## config.mk

```make
export PLATFORM = sky130hd
export DESIGN_NAME = RegFile
export DESIGN_NICKNAME = d
export VERILOG_FILES = /design/src/hdl/rvPkg.sv /design/src/hdl/RegFile.sv
export SDC_FILE = /design/constraint.sdc
export NUM_CORES = 2
export LEC_CHECK = 0
export BUFFER_PORTS_ARGS = -buffer_cell sky130_fd_sc_hd__buf_2
export CORE_AREA = 2 2 295 297
export CTS_CLUSTER_DIAMETER = 30
export DETAILED_ROUTE_END_ITERATION = 16
export DIE_AREA = 0 0 297 299
export PLACE_DENSITY = 0.8
export SKIP_LAST_GASP = 1
export SYNTH_ARGS = -nofsm -noshare
export SYNTH_HDL_FRONTEND = slang
export SYNTH_SLANG_ARGS = --single-unit
export TNS_END_PERCENT = 30
```

## constraint.sdc

```tcl
create_clock -name clk -period 2.6 [get_ports clk]
set_input_delay 0.13 -clock clk [delete_from_list [all_inputs] [get_ports clk]]
set_output_delay 0.13 -clock clk [all_outputs]
set_load 0.02 [all_outputs]
```

## src/hdl/rvPkg.sv

```systemverilog
package rvPkg;

	localparam int DataWidth = 32;
	localparam int AddrWidth = 32;
	localparam int MemWords = 256; // data memory depth in words

	localparam logic [6:0] OpR = 7'b0110011;
	localparam logic [6:0] OpI = 7'b0010011;
	localparam logic [6:0] OpLoad = 7'b0000011;
	localparam logic [6:0] OpStore = 7'b0100011;
	localparam logic [6:0] OpBranch = 7'b1100011;
	localparam logic [6:0] OpJal = 7'b1101111;
	localparam logic [6:0] OpJalr = 7'b1100111;
	localparam logic [6:0] OpLui = 7'b0110111;
	localparam logic [6:0] OpAuipc = 7'b0010111;

	localparam logic [3:0] AluAdd = 4'd0;
	localparam logic [3:0] AluSub = 4'd1;
	localparam logic [3:0] AluSll = 4'd2;
	localparam logic [3:0] AluSlt = 4'd3;
	localparam logic [3:0] AluSltu = 4'd4;
	localparam logic [3:0] AluXor = 4'd5;
	localparam logic [3:0] AluSrl = 4'd6;
	localparam logic [3:0] AluSra = 4'd7;
	localparam logic [3:0] AluOr = 4'd8;
	localparam logic [3:0] AluAnd = 4'd9;
	localparam logic [3:0] AluEq = 4'd10;
	localparam logic [3:0] AluNe = 4'd11;
	localparam logic [3:0] AluGe = 4'd12; // signed
	localparam logic [3:0] AluGeu = 4'd13;

	localparam logic [1:0] PcAdd4 = 2'd0;
	localparam logic [1:0] PcAddImm = 2'd1; // branch taken
	localparam logic [1:0] PcSet = 2'd2; // jal and jalr target

	// one instruction word seen through each encoding format
	typedef union packed {
		struct packed {
			logic [6:0] funct7;
			logic [4:0] rs2;
			logic [4:0] rs1;
			logic [2:0] funct3;
			logic [4:0] rd;
			logic [6:0] opcode;
		} r;
		struct packed {
			logic [11:0] imm;
			logic [4:0] rs1;
			logic [2:0] funct3;
			logic [4:0] rd;
			logic [6:0] opcode;
		} i;
		struct packed {
			logic [6:0] immHi;
			logic [4:0] rs2;
			logic [4:0] rs1;
			logic [2:0] funct3;
			logic [4:0] immLo;
			logic [6:0] opcode;
		} s;
		struct packed {
			logic [19:0] imm;
			logic [4:0] rd;
			logic [6:0] opcode;
		} u;
	} instrT;

endpackage

```

## src/hdl/RegFile.sv

```systemverilog
`timescale 1ns/1ps

module RegFile
	import rvPkg::*;
(
	input logic clk,
	input logic reset,
	input logic [4:0] rs1,
	input logic [4:0] rs2,
	output logic [DataWidth-1:0] readData0,
	output logic [DataWidth-1:0] readData1,
	input logic writeEnable,
	input logic [4:0] rd,
	input logic [DataWidth-1:0] writeData
);

	logic [DataWidth-1:0] regs [32];

	// x0 always reads zero
	assign readData0 = (rs1 == 5'd0) ? '0 : regs[rs1];
	assign readData1 = (rs2 == 5'd0) ? '0 : regs[rs2];

	always_ff @(posedge clk)
	begin
		if (reset)
		begin
			for (int k = 0; k < 32; k++)
				regs[k] <= '0;
		end
		else if (writeEnable && rd != 5'd0)
			regs[rd] <= writeData;
	end

endmodule

```

==> out/qor.yml <==
cts_buffers: 198
via_per_inst: 7.51
worstPathRequired_ps: 2470
fillers: 4450
synth_top_area_cell: "edfxtp_1"
hold_depth: 2
die_area_um2: 88800
ios: 114
finalSetupViolCount: 64
critPathMaxFanout: 2
rows: 108
clkTransAtPathRegs_ps: 40
min_path_type: "input port to flip-flop"
dp_hpwl_mm: 109
timing.final.ws_setup_ps: -411
min_period_over_period_pct: 116
outcome: "finished, violations left"
crit_arrival_ps: 2880
drt_iter0_markers: 6983
drive_gt1_share_pct: 36.4
synth.distinct_cells: 42
grt_overflow: 0
p_leak_nw: 23.6
post_drt_wl_per_cell_um: 37.5
yosys.area_share.simple_pct: 13.3
synthMuxAreaShare_pct: 23.0
crit_type: "flip-flop to primary output"
reg_top3: "regs x1024"
core_area_um2: 85900
synth_fa_ha_area_share_pct: 0
root_buffer: "clkbuf_16"
tightest_slew_ps: 1450
grt_max_degree: 54
crit_path_end_kind: "primary output"
syn_inst: 3502
yosysTopAreaCellShare_pct: 56.7
gp_congestion: 0.922
drt_drc_violations_left: 0
finalHoldViolCount: 0
netlist_top_cells_area: "edfxtp_1, mux4_2, and2_1"
power.total_mw: 51.5
largest_reg_flops: 1024
place_ws_ps: -215
ir_drop_v: 0.000742
period_needed_ps: 3010
hold_start: "writeData[22]"
vias: 38200
slew_violations: 0
async_flop_share_pct: 0
areaGrowthSynthToFinish_pct: 22.1
synth_most_common_cell: "edfxtp_1"
failed_checks: "setup timing"
start_kind: "flip-flop"
die_h_um: 299
ys_top_cells_by_count: "edfxtp_1, and2_1, mux4_2"
detail-route-antenna-nets: 0
port_buffers: 113
dp_cells: 4694
synth_top_family_by_area: "multiplexers"
ys_seq_elements: 1024
routed_wl_mm: 191
synthFlopType: "edfxtp_1"
powerDensity_nw_per_um2: 778
fmax_ghz: 0.332
finalNonFillerCells: 5092
hold_path_end: "regs[16][22]"
synth_compound_area_share_pct: 3.65
rsz0062_at_grt: "yes"
cts_tree: "built"
netlist_area_um2: 54200
regMostFlops: "regs"
fin_nets: 3812
clock_sinks: 1024
maxCapViolations: 0
die_w_um: 297
grt_pass1_vias: 39200
grt_usage_pct: 42.6
synth_xor_area_share_pct: 0
grt_antenna_before_repair: 11
clock_path_buffers: 3
slew_headroom_pct: 2.45
start_util_pct: 63.1
syn_area_per_cell_um2: 15.5
htreeDepth: 4
yosysWarnings: 0
grt_pass1_wl_mm: 269
ys_seq_area_share_pct: 56.7
synth_edf_count: 1024
dr.pass1.iters: 6
## how the worst max path moves through the flow
stage	to	start	cells past startpoint
2_1_floorplan	readData1[30]	rs2[0]	6
3_3_place_gp	readData1[11]	rs2[0]	8
3_5_place_dp	readData1[11]	rs2[0]	8
4_1_cts	readData0[18]	regs[21][18]	5
5_1_grt	readData0[17]	regs[30][17]	6
6_report	readData0[17]	regs[30][17]	6
## cell usage in the layout, fill, tap and decap left out, types with 21 or more instances in the layout
cell,instances
edfxtp_1,1024
and2_1,994
mux4_2,472
buf_4,231
clkbuf_16,201
mux2i_1,149
o22ai_1,85
buf_2,78
buf_12,69
a2111oi_4,39
or2_2,33
a22o_1,32
conb_1,32
nor2_2,31
mux2_2,30
nor3_1,28
clkinv_2,27
bufinv_16,26
inv_6,24
clkinv_1,23
clkinvlp_4,22
buf_6,22
clkinv_4,21
## critical path, stage by stage (launching register included)
cell,delay (ps)
edfxtp_1,420
mux4_2,540
mux4_2,630
o22ai_2,180
buf_6,150
nor3_4,40
buf_6,140
## cell type report
| class | count | area (um2) | area share [%] |
|---|---|---|---|
| diodes | 5 | 12.5 | 0.0189 |
| clock buffers | 221 | 5100 | 7.71 |
| clock inverters | 149 | 1660 | 2.50 |
| inverters | 2 | 7.51 | 0.0113 |
| multi-input cells | 2120 | 23300 | 35.2 |
| flip-flops and latches | 1024 | 30700 | 46.4 |
| well taps | 1155 | 1450 | 2.18 |
| repair buffers | 416 | 3930 | 5.93 |
## where the power goes
| group | total [mW] | switching [mW] | internal (mW) |
|---|---|---|---|
| sequential | 19.7 | 0.594 | 19.1 |
| clock | 25.9 | 9.09 | 16.8 |
| combinational | 5.88 | 3.34 | 2.54 |
| total | 51.5 | 13.0 | 38.5 |
## layer usage
layer  track usage [%]  vias up  wire (um)
met5                 0        -         59
met4              29.8       10      15300
met3              13.6     1034      29600
met2              64.8     4200      87400
met1              52.5    18800      58500
li1                  -    14200          -
## per-stage QoR
stage	setup TNS, ps	hold WS [ps]	cell area, um2	utilization [%]
after floorplan	0	328	54300	-
after global placement	-755	727	57700	67.1
after detailed placement	-787	749	57700	67.1
after CTS	-15030	0.722	65600	76.3
after global routing	-16330	16.2	66200	77.0
final	-15660	10.8	66200	77.0
## what timing repair did
action / 4_1_cts / 5_1_grt
setup endpoints to repair: 64 / 64
buffers inserted: 8 / 12
gates resized for setup: 170 / 89
hold buffers: 13 / 0
endpoints found under the hold margin: 243 / 0
pin swaps: 56 / 36
## cell families (layout without fill, tap and decap cells)
kind of cell / count (synthesis) / after routing
compound gates: 259 / 259
mux: 652 / 652
flops: 1024 / 1024
other cells: 1 / 37
buf+inv: 389 / 788
simple gates: 1177 / 1177
Power figures use the tool's default switching activity.
