$ cat config.mk
export PLATFORM = sky130hd
export DESIGN_NAME = ImmGen
export DESIGN_NICKNAME = d
export VERILOG_FILES = /design/src/hdl/rvPkg.sv /design/src/hdl/ImmGen.sv
export SDC_FILE = /design/constraint.sdc
export NUM_CORES = 1
export LEC_CHECK = 0
export ABC_CLOCK_PERIOD_IN_PS = 2300
export BUFFER_PORTS_ARGS = -buffer_cell sky130_fd_sc_hd__buf_2
export CORE_MARGIN = 3
export CORE_UTILIZATION = 35
export DETAILED_ROUTE_END_ITERATION = 7
export PLACE_DENSITY = 0.88
export RECOVER_POWER = 100
export SETUP_SLACK_MARGIN = 0.2
export SYNTH_ARGS = -nofsm -noshare
export SYNTH_HDL_FRONTEND = slang
export SYNTH_SLANG_ARGS = --single-unit
export TNS_END_PERCENT = 10
$ cat constraint.sdc
create_clock -name vclk -period 2.3
set_clock_uncertainty 0.15 [all_clocks]
set_input_delay 0.46 -clock vclk [all_inputs]
set_output_delay 0.46 -clock vclk [all_outputs]
set_load 0.02 [all_outputs]
$ cat src/hdl/rvPkg.sv
package rvPkg;

	localparam int DataWidth = 32;
	localparam int AddrWidth = 32;
	localparam int MemWords = 256; // data memory depth in words

	localparam logic [6:0] OpR = 7'b0110011;
	localparam logic [6:0] OpI = 7'b0010011;
	localparam logic [6:0] OpLoad = 7'b0000011;
	localparam logic [6:0] OpStore = 7'b0100011;
	localparam logic [6:0] OpBranch = 7'b1100011;
	localparam logic [6:0] OpJal = 7'b1101111;
	localparam logic [6:0] OpJalr = 7'b1100111;
	localparam logic [6:0] OpLui = 7'b0110111;
	localparam logic [6:0] OpAuipc = 7'b0010111;

	localparam logic [3:0] AluAdd = 4'd0;
	localparam logic [3:0] AluSub = 4'd1;
	localparam logic [3:0] AluSll = 4'd2;
	localparam logic [3:0] AluSlt = 4'd3;
	localparam logic [3:0] AluSltu = 4'd4;
	localparam logic [3:0] AluXor = 4'd5;
	localparam logic [3:0] AluSrl = 4'd6;
	localparam logic [3:0] AluSra = 4'd7;
	localparam logic [3:0] AluOr = 4'd8;
	localparam logic [3:0] AluAnd = 4'd9;
	localparam logic [3:0] AluEq = 4'd10;
	localparam logic [3:0] AluNe = 4'd11;
	localparam logic [3:0] AluGe = 4'd12; // signed
	localparam logic [3:0] AluGeu = 4'd13;

	localparam logic [1:0] PcAdd4 = 2'd0;
	localparam logic [1:0] PcAddImm = 2'd1; // branch taken
	localparam logic [1:0] PcSet = 2'd2; // jal and jalr target

	// one instruction word seen through each encoding format
	typedef union packed {
		struct packed {
			logic [6:0] funct7;
			logic [4:0] rs2;
			logic [4:0] rs1;
			logic [2:0] funct3;
			logic [4:0] rd;
			logic [6:0] opcode;
		} r;
		struct packed {
			logic [11:0] imm;
			logic [4:0] rs1;
			logic [2:0] funct3;
			logic [4:0] rd;
			logic [6:0] opcode;
		} i;
		struct packed {
			logic [6:0] immHi;
			logic [4:0] rs2;
			logic [4:0] rs1;
			logic [2:0] funct3;
			logic [4:0] immLo;
			logic [6:0] opcode;
		} s;
		struct packed {
			logic [19:0] imm;
			logic [4:0] rd;
			logic [6:0] opcode;
		} u;
	} instrT;

endpackage

$ cat src/hdl/ImmGen.sv
`timescale 1ns/1ps

module ImmGen
	import rvPkg::*;
(
	input instrT instr,
	output logic [DataWidth-1:0] imm
);

	always_comb
	begin
		case (instr.r.opcode)
			OpI, OpLoad, OpJalr:
				imm = {{20{instr.i.imm[11]}}, instr.i.imm};
			OpStore:
				imm = {{20{instr.s.immHi[6]}}, instr.s.immHi, instr.s.immLo};
			OpBranch: // imm[12|10:5] and imm[4:1|11]
			begin
				imm = {{19{instr.s.immHi[6]}}, instr.s.immHi[6], instr.s.immLo[0],
					instr.s.immHi[5:0], instr.s.immLo[4:1], 1'b0};
			end
			OpJal: // imm[20|10:1|11|19:12]
			begin
				imm = {{11{instr.u.imm[19]}}, instr.u.imm[19], instr.u.imm[7:0],
					instr.u.imm[8], instr.u.imm[18:9], 1'b0};
			end
			OpLui, OpAuipc:
				imm = {instr.u.imm, 12'b0}; // upper 20 bits
			default:
				imm = '0;
		endcase
	end

endmodule

==> summary.md <==
| Metric | Value |
|---|---|
| Synthesized area per cell | `6.92 sq um` |
| DP Wirelength | `1.65 mm` |
| Synth Cell Area | `547 sq um` |
| Final WL | `2.57 mm` |
| Detail Route Antenna Nets | `0` |
| Final Cycle Share | `95.7%` |
| Number of global-route vias before repair | `940` |
| Synth Net Count | `111` |
| Gate power share | `100.0%` |
| Initial DRC count | `25` |
| Core ar. | `1380 sq um` |
| Min Tclk post-route | `2.20 ns` |
| Syn-to-layout area delta | `87.4%` |
| Synth Instances | `79` |
| Largest net degree at the start of global routing | `14` |
| Die Height | `45.5 microns` |
| Startpoint Class | `input pin` |
| Internal | `0.0000649 W` |
| Core Util, Final | `74.1%` |
| Storage cell area | `0 sq um` |
| Cell variety after synth | `33` |
| Share of post-route cells with drive strength above 1 | `59.2%` |
| Fmax | `455 MHz` |
| Worst vdd ir | `0.0653 mV` |
| Diodes inserted | `0` |
| Sequential area share after synthesis | `0%` |
| # IOs | `64` |
| PD cells | `134 nW/um^2` |
| Crit path to | `imm[9]` |
| Initial Util | `39.5%` |
| # setup viols final | `0` |
| Max-slew violations | `0` |
| Row count | `13` |
| IO buf count | `64` |
| Drt wl/cell | `16.4 microns` |
| Psw | `0.0000724 W` |
| RSZ-0062 raised after global routing | `true` |
| Drt first pass iters | `4` |
| Setup_tns | `0 ns` |
| Flip-flop and latch count | `0` |
| Final Hold Viols | `0` |
| Remaining global-route overflow | `0` |
| Setup CP Type | `in -> out` |
| CP max FO | `9` |
| Slew of the pin with the lowest slew margin | `0.447 ns` |
| Status | `finished, final reports clean` |
| Crit path required time | `1.69 ns` |
| Total power | `0.000137 W` |
| Crit. End Element | `output port` |
| Worst Hold Slack | `1.10 ns` |
| Final Wtd Congestion | `0.756` |
| Warnings, synthesis | `0` |
| Die X | `45.5 microns` |
| Critical Path Source | `instr[2]` |
| Routed vias/inst | `5.88` |
| Total number of vias | `923` |
| Fin nets | `176` |
| Residual DRC | `0` |
| First-pass GRT wire length | `4.31 mm` |
| Max_slew headroom | `70.2%` |
| Power share of the clock group | `0%` |
| Total track usage | `27.2%` |
| Switch share | `52.7%` |
| Static leakage | `0.537 nW` |
| Max-cap violations | `0` |
| Initial antenna violation count | `0` |
| Seq pwr share | `0%` |
| Crit path DAT | `1.59 ns` |
| Hold/Removal Path Class | `in -> out` |
| Full die area | `2070 sq um` |
| Clock buffer count | `0` |
-- area by class of cell --
| type | count | area [sq um] |
|---|---|---|
| well taps | 15 | 18.8 |
| repair buffers | 71 | 445 |
| fillers | 112 | 358 |
| multi-input cells | 70 | 557 |
| inverters | 1 | 3.75 |
-- layer usage --
metal	global-route usage, %	vias up	part of all wire, %
met2	50.7	55	53
met4	4.68	0	1.6
met1	33.7	429	37
met3	1.58	6	8.4
met5	0	-	0
li1	-	433	-
-- power groups by stage --
stage / Clock, W / Combinational (W) / Sequential (W)
after floorplan: 0 / 0.0000610 / 0
after global placement: 0 / 0.000106 / 0
after global routing: 0 / 0.000148 / 0
final: 0 / 0.000137 / 0
after CTS: 0 / 0.000134 / 0
after detailed placement: 0 / 0.000108 / 0
-- how the worst min path moves through the flow --
stage                     startpoint  endpoint  slack [ns]  depth (start not counted)
after detailed placement   instr[12]   imm[12]        1.09                          3
after global placement     instr[13]   imm[13]        1.10                          3
after floorplan            instr[31]   imm[31]        0.92                          1
after CTS                  instr[12]   imm[12]        1.09                          3
final                      instr[17]   imm[17]        1.10                          3
after global routing       instr[13]   imm[13]        1.11                          3
-- cells by family after synthesis --
family	Yosys count	synth area share, %
muxes	1	1.83
buffers and inverters	10	9.84
and+or+nand+nor	35	41.6
AOI/OAI and AO/OA	33	46.7
-- synth_stat cells --
cell	count	area share (%)
a211o_2	1	1.8
a21o_2	8	13
a21oi_4	1	3.0
a22o_1	4	6.4
a2bb2oi_2	1	2.7
a31oi_1	1	1.1
a32o_1	1	1.8
and2b_1	3	4.1
and3_1	1	1.1
and3b_1	1	1.6
and3b_2	2	3.7
and4_1	1	1.6
and4bb_2	1	2.3
buf_2	4	3.7
buf_4	1	1.4
buf_6	1	2.1
clkbuf_1	3	2.1
inv_1	1	0.69
mux2i_1	1	1.8
nand2_1	2	1.4
nand2b_1	1	1.1
nand3_1	13	12
nand3b_1	1	1.4
nand4b_1	1	1.6
nor2_1	1	0.69
nor2b_1	4	4.6
nor3b_1	1	1.4
o21a_1	2	2.7
o21ai_0	12	11
o2bb2ai_1	1	1.6
o32ai_1	1	1.6
or3_1	1	1.1
or3b_4	1	2.1
-- repair_timing --
item	CTS	global route
pin swaps	4	3
buffers inserted	4	0
resized for setup	29	3
hold buffers	0	0
endpoints found under the setup margin	19	32
cloned	2	0
-- critical path, cell delays in order --
cell and delay [ns]:
buf_6 0.11, and4bb_2 0.35, a2bb2oi_4 0.10, buf_12 0.14, buf_16 0.13, nor2b_1 0.11
clkbuf_2 0.18
-- per-stage QoR --
step / instances / worst slack, ns / instance area (sq um)
6_report: 157 / 0.100 / 1020
5_1_grt: 157 / 0.0483 / 1020
4_1_cts: 157 / 0.152 / 1050
3_5_place_dp: 151 / 0.0926 / 863
3_3_place_gp: 151 / 0.116 / 863
2_1_floorplan: 79 / 0.181 / 547
-- layout by cell type (no fill, tap or decap), types with 2 or more instances in the layout --
cell      netlist  routed
buf_2           4      34
and2b_1         3       3
clkbuf_1        3      10
nor2b_1         4       4
nand2_1         2       2
o21ai_2         0       4
o21ai_1         0       5
buf_12          0       2
and3b_1         1       2
a22o_1          4       4
o21a_1          2       2
buf_6           1       4
o21ai_0        12       2
buf_4           1       6
clkbuf_2        0      13
nand3_1        13      12
a21o_2          8       8
Note: power is estimated with default switching activity, not from simulation.
