## src/hdl/rvPkg.sv

```systemverilog
package rvPkg;

	localparam int DataWidth = 32;
	localparam int AddrWidth = 32;
	localparam int MemWords = 256; // data memory depth in words

	localparam logic [6:0] OpR = 7'b0110011;
	localparam logic [6:0] OpI = 7'b0010011;
	localparam logic [6:0] OpLoad = 7'b0000011;
	localparam logic [6:0] OpStore = 7'b0100011;
	localparam logic [6:0] OpBranch = 7'b1100011;
	localparam logic [6:0] OpJal = 7'b1101111;
	localparam logic [6:0] OpJalr = 7'b1100111;
	localparam logic [6:0] OpLui = 7'b0110111;
	localparam logic [6:0] OpAuipc = 7'b0010111;

	localparam logic [3:0] AluAdd = 4'd0;
	localparam logic [3:0] AluSub = 4'd1;
	localparam logic [3:0] AluSll = 4'd2;
	localparam logic [3:0] AluSlt = 4'd3;
	localparam logic [3:0] AluSltu = 4'd4;
	localparam logic [3:0] AluXor = 4'd5;
	localparam logic [3:0] AluSrl = 4'd6;
	localparam logic [3:0] AluSra = 4'd7;
	localparam logic [3:0] AluOr = 4'd8;
	localparam logic [3:0] AluAnd = 4'd9;
	localparam logic [3:0] AluEq = 4'd10;
	localparam logic [3:0] AluNe = 4'd11;
	localparam logic [3:0] AluGe = 4'd12; // signed
	localparam logic [3:0] AluGeu = 4'd13;

	localparam logic [1:0] PcAdd4 = 2'd0;
	localparam logic [1:0] PcAddImm = 2'd1; // branch taken
	localparam logic [1:0] PcSet = 2'd2; // jal and jalr target

	// one instruction word seen through each encoding format
	typedef union packed {
		struct packed {
			logic [6:0] funct7;
			logic [4:0] rs2;
			logic [4:0] rs1;
			logic [2:0] funct3;
			logic [4:0] rd;
			logic [6:0] opcode;
		} r;
		struct packed {
			logic [11:0] imm;
			logic [4:0] rs1;
			logic [2:0] funct3;
			logic [4:0] rd;
			logic [6:0] opcode;
		} i;
		struct packed {
			logic [6:0] immHi;
			logic [4:0] rs2;
			logic [4:0] rs1;
			logic [2:0] funct3;
			logic [4:0] immLo;
			logic [6:0] opcode;
		} s;
		struct packed {
			logic [19:0] imm;
			logic [4:0] rd;
			logic [6:0] opcode;
		} u;
	} instrT;

endpackage

```

## src/hdl/ProgramCounter.sv

```systemverilog
`timescale 1ns/1ps

module ProgramCounter
	import rvPkg::*;
(
	input logic clk,
	input logic reset,
	input logic advance,
	input logic [1:0] pcOp,
	input logic [DataWidth-1:0] pcOffset,
	input logic [AddrWidth-1:0] pcTarget,
	output logic [AddrWidth-1:0] pc
);

	always_ff @(posedge clk)
	begin
		if (reset)
			pc <= '0;
		else if (advance) // one step per strobe
		begin
			case (pcOp)
				PcAddImm: pc <= pc + pcOffset;
				PcSet: pc <= {pcTarget[AddrWidth-1:1], 1'b0}; // jalr lsb cleared
				default: pc <= pc + 32'd4;
			endcase
		end
	end

endmodule

```

## config.mk

```make
export PLATFORM = sky130hd
export DESIGN_NAME = ProgramCounter
export DESIGN_NICKNAME = d
export VERILOG_FILES = /design/src/hdl/rvPkg.sv /design/src/hdl/ProgramCounter.sv
export SDC_FILE = /design/constraint.sdc
export NUM_CORES = 1
export LEC_CHECK = 0
export ABC_CLOCK_PERIOD_IN_PS = 2900
export BUFFER_PORTS_ARGS = -buffer_cell sky130_fd_sc_hd__buf_2
export CAP_MARGIN = 20
export CORE_MARGIN = 2
export CORE_UTILIZATION = 55
export CTS_CLUSTER_SIZE = 8
export DETAILED_ROUTE_END_ITERATION = 10
export PLACE_DENSITY = 0.87
export RECOVER_POWER = 50
export SYNTH_ARGS = -nofsm -noshare
export SYNTH_HDL_FRONTEND = slang
export SYNTH_SLANG_ARGS = --single-unit
```

## constraint.sdc

```tcl
create_clock -name clk -period 2.9 [get_ports clk]
set_input_delay 0.29 -clock clk [delete_from_list [all_inputs] [get_ports clk]]
set_output_delay 0.29 -clock clk [all_outputs]
set_load 0.005 [all_outputs]
```

==> impl.org <==
** Final layout
- The register with the most flip-flops in the layout has 32 of them.
- Fraction of final layout cells with drive strength greater than 1 :: 20.6%
- From synthesis to final layout, the design area changed by 17.8%.
- Post-route cell area :: approximately 0.0047 sq mm
- Biggest registers after layout :: pc (32)
- After filler insertion, the fill cell instance count of the layout stands at approximately 630.
- Cells fill 66.0% of the core in the end.
- After the last flow step, the layout net total stands at about 760.
- Register containing the most flip-flops in the final layout :: pc
- Number of inserted diodes :: 0

** GRT
- The number of global-route vias before repair is 4352.
- Number of antenna violations at the first check in global routing :: 0
- Pin count of the biggest net entering global routing :: 38
- The first global-routing pass estimated 21.1 mm of wire.
- Global routing used 34.0% of the available tracks across all layers.
- GRT overflow :: 0

** Die
- Floorplan die area :: 0.00800 sq mm
- CORE AREA :: 0.00718 sq mm
- Total I/O pin count :: 101
- Starting density of the core :: 56.0%
- The die is 89.5 um tall.
- Rows :: 31
- Width of the die :: approximately 90 um

** Clocking
- Buffers inserted to repair hold after CTS numbered 0.
- Once the clock tree was built, the setup fixing pass inserted 0 buffers.
- Gates resized during post-CTS repair numbered 0.
- Number of CTS-inserted buffers :: 5
- CTS tree :: yes
- Maximum level of the CTS H-tree :: 2
- CTS saw 32 sinks.
- Max clock buf depth :: 2
- Clock root buffer :: sky130_fd_sc_hd__clkbuf_8
- Latest clock arrival within the worst-skew pair :: 300 ps
- Clock slew seen by the registers of the worst setup and hold paths :: 70 ps

** Power
- Across the VDD grid, the largest voltage drop is ~0.18 mV.
- Power spread over the standard cell area amounts to 342 mW/mm^2.
- The analysis attributes to cell leakage a power of 0.00211 uW.

** Detailed routing
- For this block, the via count after detailed routing is 4932.
- Initial detailed-routing violation count :: 581
- Number of nets still failing antenna checks after routing :: 0
- Count of unresolved DRC violations after routing :: 0
- Routed wire length :: 13.8 mm
- Before antenna repair, the detailed router went through 5 iterations.
- After detailed routing, the number of vias per cell comes to between 6 and 7.
- Detail-routed net length per standard cell :: 18.4 um

** Logic synthesis
- Synth Area in Adders :: 11.1%
- For this run, the leading register cell type out of synthesis is sky130_fd_sc_hd__dfxtp_1.
- Summing the areas of all compound-gate instances in the mapped netlist gives about 36% of the synthesized area.
- In this run the mean area of a mapped cell was a little over 7 sq um.
- Dominant combinational cell family by area after synthesis :: compound AO/OA/AOI/OAI gates
- Number of enable-type register cells in the synthesized netlist :: 0
- During synthesis, Yosys emitted a total of 0 warnings.
- Post-synth ARST share :: 0%
- Count of unique library cells instantiated by Yosys :: 75
- Cell area after technology mapping :: 0.00402 sq mm
- The share of the Yosys chip area taken by registers is between 10% and 20%.
- The portion of synthesized area spent on multiplexers is 0.997%.
- Of the total synthesized cell area, the portion taken by AND, OR, NAND and NOR gates is 24.8%.
- Mapped Nets :: 656
- Summing the areas of all xor and xnor instances in the mapped netlist gives 6.10% of the synthesized area.
- Gate count of the mapped netlist :: between 500 and 600
- After synthesis the netlist holds a flip-flop and latch count of 32.

** Timing
- Setup repair after global routing left no endpoint under its margin.
- Post-route fraction of the period consumed by the critical path :: a little over nine tenths
- The final count of pins violating max slew came to 0.
- The number of hold violations in the final report was 0.
- In this run the tightest slew margin relative to its limit is 55.2%.
- Maximum clock frequency :: ~370 MHz
- Min Hold Slack :: 287 ps
- Worst clock skew :: 4.62 ps
- Adding up every negative setup slack in the final design gives 0 ps.
- For the pin with the worst max-slew slack, the measured transition is 672 ps.
- Minimum period implied by the final worst setup slack :: roughly 2700 ps
- Final setup violation count :: 0

** Flow run
- Max-capacitance violation count :: 0

** Critical path
- STA classifies the critical path startpoint as a register.
- For the worst flop-to-flop path, the logic depth is 11.
- Launch point of the worst reg-to-reg path :: pc[0]
- In this run the critical register-to-register path is captured at pc[8].
- For flop-to-flop paths, the worst setup slack is 170 ps.
- Data on the critical path is required at its endpoint by a little over 3000 ps.
- The slowest stage of the critical path is the sky130_fd_sc_hd__fa_1 cell.
- Signal arrival time at the worst endpoint :: 2920 ps
- Along the worst path, the maximum fanout reaches 4.
- By startpoint and endpoint, the worst setup path is classified as register to register.
- STA classifies the critical path endpoint as a register.
- The largest single stage delay on the critical path is around 390 ps.
- Walking the worst path, the cells encountered are ha_1, inv_1, fa_1, nand2b_1, a21oi_1, nor2_1, o21ai_0, xor2_1, a221oi_1, a41oi_1, o221a_2.

** Placement
- Summing all placed instances gives a cell area of 0.00470 sq mm.
- Input and output buffers added on the ports amount to 99.
- Half-perimeter wire length after placement :: 10.5 mm
- Gpl congestion :: 1.02

** Min path
- In this run the most critical hold path is launched from pcTarget[23].
- In this run the worst hold path is classified as input port to register.
- The worst hold path terminates at pc[23].
- Hold Path Depth :: 3

** Status
- Result of the run :: complete, no violations
-- how the worst max path moves through the flow --
stage                     start  endpoint  slack [ps]  cells after the start
floorplan                 pc[0]     pc[8]         530                     11
global placement    pcOffset[0]     pc[8]         250                     12
detailed placement  pcOffset[0]    pc[18]         200                     12
CTS                       pc[0]    pc[18]         230                     11
global route              pc[0]    pc[18]           7                     11
finish                    pc[0]     pc[8]         170                     11
-- placed cells by master, fill, tap and decap left out, types with 3 or more instances in the layout --
cell and count:
sky130_fd_sc_hd__buf_2 92, sky130_fd_sc_hd__a21oi_1 56, sky130_fd_sc_hd__nand2_1 55, sky130_fd_sc_hd__nor2_1 37
sky130_fd_sc_hd__o21ai_0 35, sky130_fd_sc_hd__ha_1 34, sky130_fd_sc_hd__dfxtp_1 32, sky130_fd_sc_hd__nand3_1 28
sky130_fd_sc_hd__a21o_1 22, sky130_fd_sc_hd__clkbuf_1 21, sky130_fd_sc_hd__inv_1 20, sky130_fd_sc_hd__xnor2_1 20
sky130_fd_sc_hd__a221oi_1 14, sky130_fd_sc_hd__buf_4 13, sky130_fd_sc_hd__a31oi_1 12, sky130_fd_sc_hd__nor3_1 12
sky130_fd_sc_hd__and3_1 11, sky130_fd_sc_hd__xor2_1 8, sky130_fd_sc_hd__a22oi_1 7, sky130_fd_sc_hd__and4_1 6
sky130_fd_sc_hd__a211oi_1 6, sky130_fd_sc_hd__clkbuf_8 6, sky130_fd_sc_hd__nand4_1 5, sky130_fd_sc_hd__nor2b_1 5
sky130_fd_sc_hd__nand2b_1 5, sky130_fd_sc_hd__a211o_1 5, sky130_fd_sc_hd__nor4_1 5, sky130_fd_sc_hd__o211ai_1 4
sky130_fd_sc_hd__o21ai_1 4, sky130_fd_sc_hd__a221o_1 4, sky130_fd_sc_hd__nand3b_1 4, sky130_fd_sc_hd__or3_1 4
sky130_fd_sc_hd__mux2i_1 4, sky130_fd_sc_hd__o221a_2 3, sky130_fd_sc_hd__o21a_1 3
-- cells in the mapped netlist (11+ instances only) --
master | number | area, sq um
sky130_fd_sc_hd__a221oi_1 | 14 | 123
sky130_fd_sc_hd__and3_1 | 11 | 68.8
sky130_fd_sc_hd__a21oi_1 | 56 | 280
sky130_fd_sc_hd__nand3_1 | 28 | 140
sky130_fd_sc_hd__nand2_1 | 55 | 206
sky130_fd_sc_hd__o21ai_0 | 35 | 175
sky130_fd_sc_hd__a31oi_1 | 12 | 75.1
sky130_fd_sc_hd__dfxtp_1 | 32 | 641
sky130_fd_sc_hd__ha_1 | 34 | 425
sky130_fd_sc_hd__inv_1 | 20 | 75.1
sky130_fd_sc_hd__a21o_1 | 22 | 165
sky130_fd_sc_hd__xnor2_1 | 20 | 175
sky130_fd_sc_hd__clkbuf_1 | 19 | 71.3
sky130_fd_sc_hd__nor2_1 | 37 | 139
sky130_fd_sc_hd__nor3_1 | 12 | 60.1
-- cell type report --
class	count	area (sq um)	area share, %
clock buffers	8	90.1	1.90
inverters	21	78.8	1.66
multi-input cells	469	3170	67.0
flip-flops and latches	32	641	13.5
well taps	99	124	2.62
repair buffers	124	629	13.3
-- per-layer routing --
| layer | vias up | global-route usage, % | routed length [um] |
|---|---|---|---|
| met2 | 332 | 54.3 | 6230 |
| met1 | 2235 | 45.4 | 5710 |
| met4 | 0 | 14.2 | 505 |
| li1 | 2314 | - | - |
| met5 | - | 0 | 0 |
| met3 | 51 | 5.63 | 1400 |
-- power by group --
group	switching, uW	internal, uW	total [uW]
logic	430	306	736
clock network	179	194	372
registers	40.5	472	513
total	649	972	1620
-- kinds of logic after synthesis --
logic type,count (synthesis)
fa+ha+maj,35
compound gates,210
flops,32
mux,4
simple gates,192
xor+xnor,28
buf+inv,51
-- per-stage QoR --
step                std cells  worst slack, ps  power [uW]
floorplan                 552              535        1010
global placement          745              251        1230
detailed placement        745              200        1250
CTS                       753              231        1620
global route              753             7.36        1710
finish                    753              167        1620
-- critical path, delay by kind of cell (launching register included) --
| kind | cells | cell delay [ps] |
|---|---|---|
| AO/OA/AOI/OAI | 5 | 1140 |
| adder cells (fa/ha/maj) | 2 | 620 |
| flip-flops | 1 | 360 |
| AND/OR/NAND/NOR | 2 | 310 |
| XOR/XNOR | 1 | 120 |
| buffers and inverters | 1 | 70 |
Note: power is estimated with default switching activity, not from simulation.
