### src/hdl/rvPkg.sv
package rvPkg;

	localparam int DataWidth = 32;
	localparam int AddrWidth = 32;
	localparam int MemWords = 256; // data memory depth in words

	localparam logic [6:0] OpR = 7'b0110011;
	localparam logic [6:0] OpI = 7'b0010011;
	localparam logic [6:0] OpLoad = 7'b0000011;
	localparam logic [6:0] OpStore = 7'b0100011;
	localparam logic [6:0] OpBranch = 7'b1100011;
	localparam logic [6:0] OpJal = 7'b1101111;
	localparam logic [6:0] OpJalr = 7'b1100111;
	localparam logic [6:0] OpLui = 7'b0110111;
	localparam logic [6:0] OpAuipc = 7'b0010111;

	localparam logic [3:0] AluAdd = 4'd0;
	localparam logic [3:0] AluSub = 4'd1;
	localparam logic [3:0] AluSll = 4'd2;
	localparam logic [3:0] AluSlt = 4'd3;
	localparam logic [3:0] AluSltu = 4'd4;
	localparam logic [3:0] AluXor = 4'd5;
	localparam logic [3:0] AluSrl = 4'd6;
	localparam logic [3:0] AluSra = 4'd7;
	localparam logic [3:0] AluOr = 4'd8;
	localparam logic [3:0] AluAnd = 4'd9;
	localparam logic [3:0] AluEq = 4'd10;
	localparam logic [3:0] AluNe = 4'd11;
	localparam logic [3:0] AluGe = 4'd12; // signed
	localparam logic [3:0] AluGeu = 4'd13;

	localparam logic [1:0] PcAdd4 = 2'd0;
	localparam logic [1:0] PcAddImm = 2'd1; // branch taken
	localparam logic [1:0] PcSet = 2'd2; // jal and jalr target

	// one instruction word seen through each encoding format
	typedef union packed {
		struct packed {
			logic [6:0] funct7;
			logic [4:0] rs2;
			logic [4:0] rs1;
			logic [2:0] funct3;
			logic [4:0] rd;
			logic [6:0] opcode;
		} r;
		struct packed {
			logic [11:0] imm;
			logic [4:0] rs1;
			logic [2:0] funct3;
			logic [4:0] rd;
			logic [6:0] opcode;
		} i;
		struct packed {
			logic [6:0] immHi;
			logic [4:0] rs2;
			logic [4:0] rs1;
			logic [2:0] funct3;
			logic [4:0] immLo;
			logic [6:0] opcode;
		} s;
		struct packed {
			logic [19:0] imm;
			logic [4:0] rd;
			logic [6:0] opcode;
		} u;
	} instrT;

endpackage

### src/hdl/Execute.sv
`timescale 1ns/1ps

module Execute
	import rvPkg::*;
(
	input logic instrValid,
	input instrT instr,
	input logic [DataWidth-1:0] regReadData0,
	input logic [DataWidth-1:0] regReadData1,
	input logic [DataWidth-1:0] imm,
	input logic [AddrWidth-1:0] pc,
	output logic [3:0] aluOp,
	output logic [DataWidth-1:0] aluX,
	output logic [DataWidth-1:0] aluY,
	input logic [DataWidth-1:0] aluResult,
	output logic [AddrWidth-1:0] memAddr,
	output logic [DataWidth-1:0] memWriteData,
	output logic [3:0] memByteEn,
	output logic memWriteEnable,
	input logic [DataWidth-1:0] memReadData,
	output logic regWriteEnable,
	output logic [DataWidth-1:0] regWriteData,
	output logic [1:0] pcOp,
	output logic [AddrWidth-1:0] pcTarget
);

	logic writeReg;
	logic writeMem;
	logic [7:0] loadByte;
	logic [15:0] loadHalf;
	logic [AddrWidth-1:0] linkAddr;

	// shared by R and I arithmetic; bit 30 picks sub and sra
	function automatic logic [3:0] arithOp(input logic [2:0] funct3, input logic subSel,
		input logic sraSel);
		case (funct3)
			3'd0: arithOp = subSel ? AluSub : AluAdd;
			3'd1: arithOp = AluSll;
			3'd2: arithOp = AluSlt;
			3'd3: arithOp = AluSltu;
			3'd4: arithOp = AluXor;
			3'd5: arithOp = sraSel ? AluSra : AluSrl;
			3'd6: arithOp = AluOr;
			default: arithOp = AluAnd;
		endcase
	endfunction

	assign memAddr = aluResult; // loads and stores use rs1 + imm
	assign pcTarget = aluResult;
	assign linkAddr = pc + 32'd4;
	assign loadByte = memReadData[{aluResult[1:0], 3'b000} +: 8];
	assign loadHalf = aluResult[1] ? memReadData[31:16] : memReadData[15:0];

	// state only changes on a strobe; x0 never counts as written
	assign regWriteEnable = instrValid && writeReg && instr.r.rd != 5'd0;
	assign memWriteEnable = instrValid && writeMem;

	always_comb
	begin
		aluOp = AluAdd;
		aluX = regReadData0;
		aluY = imm;
		memWriteData = regReadData1;
		memByteEn = 4'b0000;
		writeMem = 1'b0;
		writeReg = 1'b0;
		regWriteData = aluResult;
		pcOp = PcAdd4;
		case (instr.r.opcode)
			OpR:
			begin
				aluOp = arithOp(instr.r.funct3, instr.r.funct7[5], instr.r.funct7[5]);
				aluY = regReadData1;
				writeReg = 1'b1;
			end
			OpI:
			begin
				aluOp = arithOp(instr.i.funct3, 1'b0, instr.r.funct7[5]); // addi has no subi
				writeReg = 1'b1;
			end
			OpLoad:
			begin
				writeReg = 1'b1;
				case (instr.i.funct3)
					3'd0: regWriteData = {{24{loadByte[7]}}, loadByte}; // lb
					3'd1: regWriteData = {{16{loadHalf[15]}}, loadHalf}; // lh
					3'd4: regWriteData = {24'b0, loadByte}; // lbu
					3'd5: regWriteData = {16'b0, loadHalf}; // lhu
					default: regWriteData = memReadData; // lw
				endcase
			end
			OpStore:
			begin
				writeMem = 1'b1;
				case (instr.s.funct3)
					3'd0: // sb, one lane
					begin
						memWriteData = {4{regReadData1[7:0]}};
						memByteEn = 4'b0001 << aluResult[1:0];
					end
					3'd1: // sh
					begin
						memWriteData = {2{regReadData1[15:0]}};
						memByteEn = aluResult[1] ? 4'b1100 : 4'b0011;
					end
					default: memByteEn = 4'b1111; // sw
				endcase
			end
			OpBranch:
			begin
				aluY = regReadData1;
				case (instr.s.funct3)
					3'd1: aluOp = AluNe;
					3'd4: aluOp = AluSlt;
					3'd5: aluOp = AluGe;
					3'd6: aluOp = AluSltu;
					3'd7: aluOp = AluGeu;
					default: aluOp = AluEq; // beq
				endcase
				pcOp = aluResult[0] ? PcAddImm : PcAdd4;
			end
			OpJal:
			begin
				aluX = pc;
				pcOp = PcSet;
				regWriteData = linkAddr;
				writeReg = 1'b1;
			end
			OpJalr:
			begin
				pcOp = PcSet; // bit 0 cleared in ProgramCounter
				regWriteData = linkAddr;
				writeReg = 1'b1;
			end
			OpLui:
			begin
				regWriteData = imm;
				writeReg = 1'b1;
			end
			OpAuipc:
			begin
				aluX = pc;
				writeReg = 1'b1;
			end
			default: pcOp = PcAdd4; // unsupported, just step
		endcase
	end

endmodule

### config.mk
export PLATFORM = sky130hd
export DESIGN_NAME = Execute
export DESIGN_NICKNAME = d
export VERILOG_FILES = /design/src/hdl/rvPkg.sv /design/src/hdl/Execute.sv
export SDC_FILE = /design/constraint.sdc
export NUM_CORES = 1
export LEC_CHECK = 0
export ABC_CLOCK_PERIOD_IN_PS = 4500
export BUFFER_PORTS_ARGS = -buffer_cell sky130_fd_sc_hd__buf_2
export CAP_MARGIN = 20
export CORE_AREA = 5 5 162 164
export DETAILED_ROUTE_END_ITERATION = 6
export DIE_AREA = 0 0 167 169
export PLACE_DENSITY_LB_ADDON = 0.08
export SYNTH_ARGS = -nofsm -noshare
export SYNTH_HDL_FRONTEND = slang
export SYNTH_SLANG_ARGS = --single-unit
export TNS_END_PERCENT = 100
### constraint.sdc
create_clock -name vclk -period 4.5
set_input_delay 1.35 -clock vclk [all_inputs]
set_output_delay 1.35 -clock vclk [all_outputs]
set_load 0.05 [all_outputs]
==> results.md <==
- Initial detailed-routing violation count: 212
- Routed wire length per instance: 23.5 µm
- Residual antenna-violating net count after detailed routing: 0
- Register area: 0 µm²
- Sum of net half-perimeters after detailed placement: 26.0 mm
- Filler instances: 2708
- Actual transition at the worst max-transition pin: 592 ps
- IO buf count: 413
- Setup ws final: -138 ps
- Failing checks: setup timing
- Synth-to-Final Area Change: 110%
- Maximum number of pins on one net before global-route repair: 26
- Full die area: 28200 µm²
- Setup repair after global routing missed its margin: true
- Placed instance count: 1302
- Detail Route met3 WL: 1.53 mm
- Most used cells in the layout excluding fill and tap cells: sky130_fd_sc_hd__buf_2 (325), sky130_fd_sc_hd__buf_4 (131), sky130_fd_sc_hd__mux2_2 (76)
- CP required: 3150 ps
- Max_slew headroom: 60.2%
- Leftover overflow at the end of global routing: 0
- Hold Path Class: primary input to output port
- Uppermost signal routing layer after detailed routing: met5
- Gate count after technology mapping: 552
- Synthesized cell area: 3930 µm²
- Max cap viols: 0
- Clk_buf instances: 0
- Initial core utilization: 15.9%
- Post-cts hold buffer count: 0
- Hold Vio Cnt, Final: 0
- Multi-input logic area: 3750 µm²
- Ratio of final minimum period to clock period: 103%
- Avg Cell Area, Syn: 7.12 µm²
- Routed via count divided by cell count: 4.57
- Number of detailed-route iterations in the first pass: 4
- Overall routed net length: 31.2 mm
- Share of synthesized area occupied by flip-flops and latches: 0%
- Setup-failing EPs final: 9
- Via count: 6050
- Largest fanout of any net on the critical path: 8
- Worst Path Class, Setup: primary input to output port
- Series of cell instances along the critical path: buf_2, mux4_2, a221oi_4, nor2_2, buf_6, a221oi_4, buf_4, o22ai_2, buf_6
- Fraction of final layout cells sized beyond drive strength 1: 72.4%
- Power per unit of standard cell area: 121 nW/µm²
- Endpoint type of the worst setup path: output port
- Final layout net count: 1220
- Post-Route Setup TNS: -565 ps
- Met1 Routed Length: 13.5 mm
- Detailed-route DRC error count: 0
- Count of buffering cells on the critical path with inverters included: 4
- Setup WS pre-CTS: -426 ps
- Die boundary width: 167 µm
- Arrival time of data at the critical path endpoint: 3290 ps
- Most common library cell in the layout ignoring fill and taps: sky130_fd_sc_hd__buf_2
- Global-route wire length before repair: 41.7 mm
- Number of global-route vias before repair: 6229
- Cell at the slowest stage of the critical path: sky130_fd_sc_hd__mux4_2
- Worst path top cell family by delay: compound AO/OA/AOI/OAI gates
- Antenna violations before repair: 4
- Maximum cell stage delay along the critical path: 510 ps
- Maximum operating frequency: 216 MHz
- Detailed route wirelength on metal2: 15.8 mm
- Max rail drop VDD: 0.0626 mV
- Count of pins on the block boundary: 429
- Critical path startpoint category: primary input
- Final Max Tran Viols: 0
- Num sequential: 0
- Outcome: finished with violations
- Vert. Die Dim: 169 µm
- Area of the core: 24700 µm²
- Number of cells in the finished layout apart from fillers: 1324
- Final critical-path required period: 4640 ps
- Number of distinct library cells after synthesis: 58
- All-layer global routing usage: 19.3%
- Synthesized net count: 778
- P_leak: 3.83 nW
- Number of warnings issued by yosys: 0
- Routability cong.: 0.811
- Cell Rows: 58
[layer usage]
metal,vias up,global-route usage (%)
li1,2900,-
met3,21,2.57
met2,224,34.6
met1,2901,25.6
met5,-,0
met4,4,2.31
[cells in the mapped netlist (2+ instances only)]
cell type	count	share of area, %
sky130_fd_sc_hd__a211oi_1	2	0.38
sky130_fd_sc_hd__a21oi_1	30	3.8
sky130_fd_sc_hd__a221oi_1	13	2.9
sky130_fd_sc_hd__a222oi_1	7	1.8
sky130_fd_sc_hd__a22oi_1	10	1.9
sky130_fd_sc_hd__a31oi_1	6	0.96
sky130_fd_sc_hd__a32oi_1	2	0.45
sky130_fd_sc_hd__a41oi_1	2	0.45
sky130_fd_sc_hd__and2_1	5	0.80
sky130_fd_sc_hd__and3_1	7	1.1
sky130_fd_sc_hd__and3b_1	5	1.1
sky130_fd_sc_hd__and4_1	6	1.3
sky130_fd_sc_hd__buf_1	3	0.29
sky130_fd_sc_hd__buf_2	11	1.4
sky130_fd_sc_hd__buf_4	73	14
sky130_fd_sc_hd__buf_6	3	0.86
sky130_fd_sc_hd__clkbuf_1	24	2.3
sky130_fd_sc_hd__inv_1	8	0.76
sky130_fd_sc_hd__mux2_2	81	23
sky130_fd_sc_hd__mux2i_1	13	3.3
sky130_fd_sc_hd__nand2_1	35	3.3
sky130_fd_sc_hd__nand2b_1	11	1.8
sky130_fd_sc_hd__nand3_1	18	2.3
sky130_fd_sc_hd__nand3b_1	2	0.38
sky130_fd_sc_hd__nand4_1	11	1.8
sky130_fd_sc_hd__nand4b_1	2	0.45
sky130_fd_sc_hd__nor2_1	29	2.8
sky130_fd_sc_hd__nor2b_1	9	1.4
sky130_fd_sc_hd__nor3_1	9	1.1
sky130_fd_sc_hd__nor3b_1	2	0.38
sky130_fd_sc_hd__nor4_1	9	1.4
sky130_fd_sc_hd__o2111ai_1	2	0.45
sky130_fd_sc_hd__o211ai_1	6	1.1
sky130_fd_sc_hd__o21ai_0	28	3.6
sky130_fd_sc_hd__o221ai_1	4	0.89
sky130_fd_sc_hd__o22ai_1	15	2.4
sky130_fd_sc_hd__or4_1	2	0.38
sky130_fd_sc_hd__xnor2_1	19	4.2
sky130_fd_sc_hd__xor2_1	9	2.0
[power breakdown]
part           switching, mW  leakage (nW)  internal, mW     total, mW
registers                  0             0             0             0
logic                  0.643          3.83         0.352         0.995
clock network              0     0.0000127  0.0000000597  0.0000000597
total                  0.643          3.83         0.352         0.995
[final cells by class]
class	count	area share, %
inverter	10	0.517
tap	330	5.01
timing repair buffer	555	48.9
multi-input combinational	427	45.5
antenna	2	0.0608
[what timing repair did]
action,in CTS,in global routing
setup buffers,12,7
resized for setup,94,185
setup endpoints to repair,37,77
pin swaps,19,28
gates cloned,1,6
[path summary, 6_finish.rpt]
path                        start          endpoint  slack (ps)  cells after the start
hold / removal      aluResult[20]      pcTarget[20]        3010                      2
setup / recovery  memReadData[15]  regWriteData[20]        -140                      9
[stage by stage]
| step | area (µm²) | power [mW] | hold WS [ps] | util, % |
|---|---|---|---|---|
| 2_1_floorplan | 4150 | 0.584 | 2870 | - |
| 3_3_place_gp | 7070 | 0.914 | 3020 | 28.6 |
| 3_5_place_dp | 7070 | 0.912 | 3020 | 28.6 |
| 4_1_cts | 7620 | 0.954 | 3020 | 30.8 |
| 5_1_grt | 8240 | 1.04 | 3020 | 33.3 |
| 6_report | 8240 | 0.995 | 3010 | 33.3 |
[kinds of logic after synthesis]
logic type                 after synthesis  synth area share (%)
and+or+nand+nor                        168                  23.4
xor gates and xnor gates                28                  6.24
adders and majority gates                1                 0.319
buffers and inverters                  125                  20.1
AOI/OAI and AO/OA                      134                  22.6
muxes                                   96                  27.4
No activity file was read; power rests on OpenSTA's default activity.
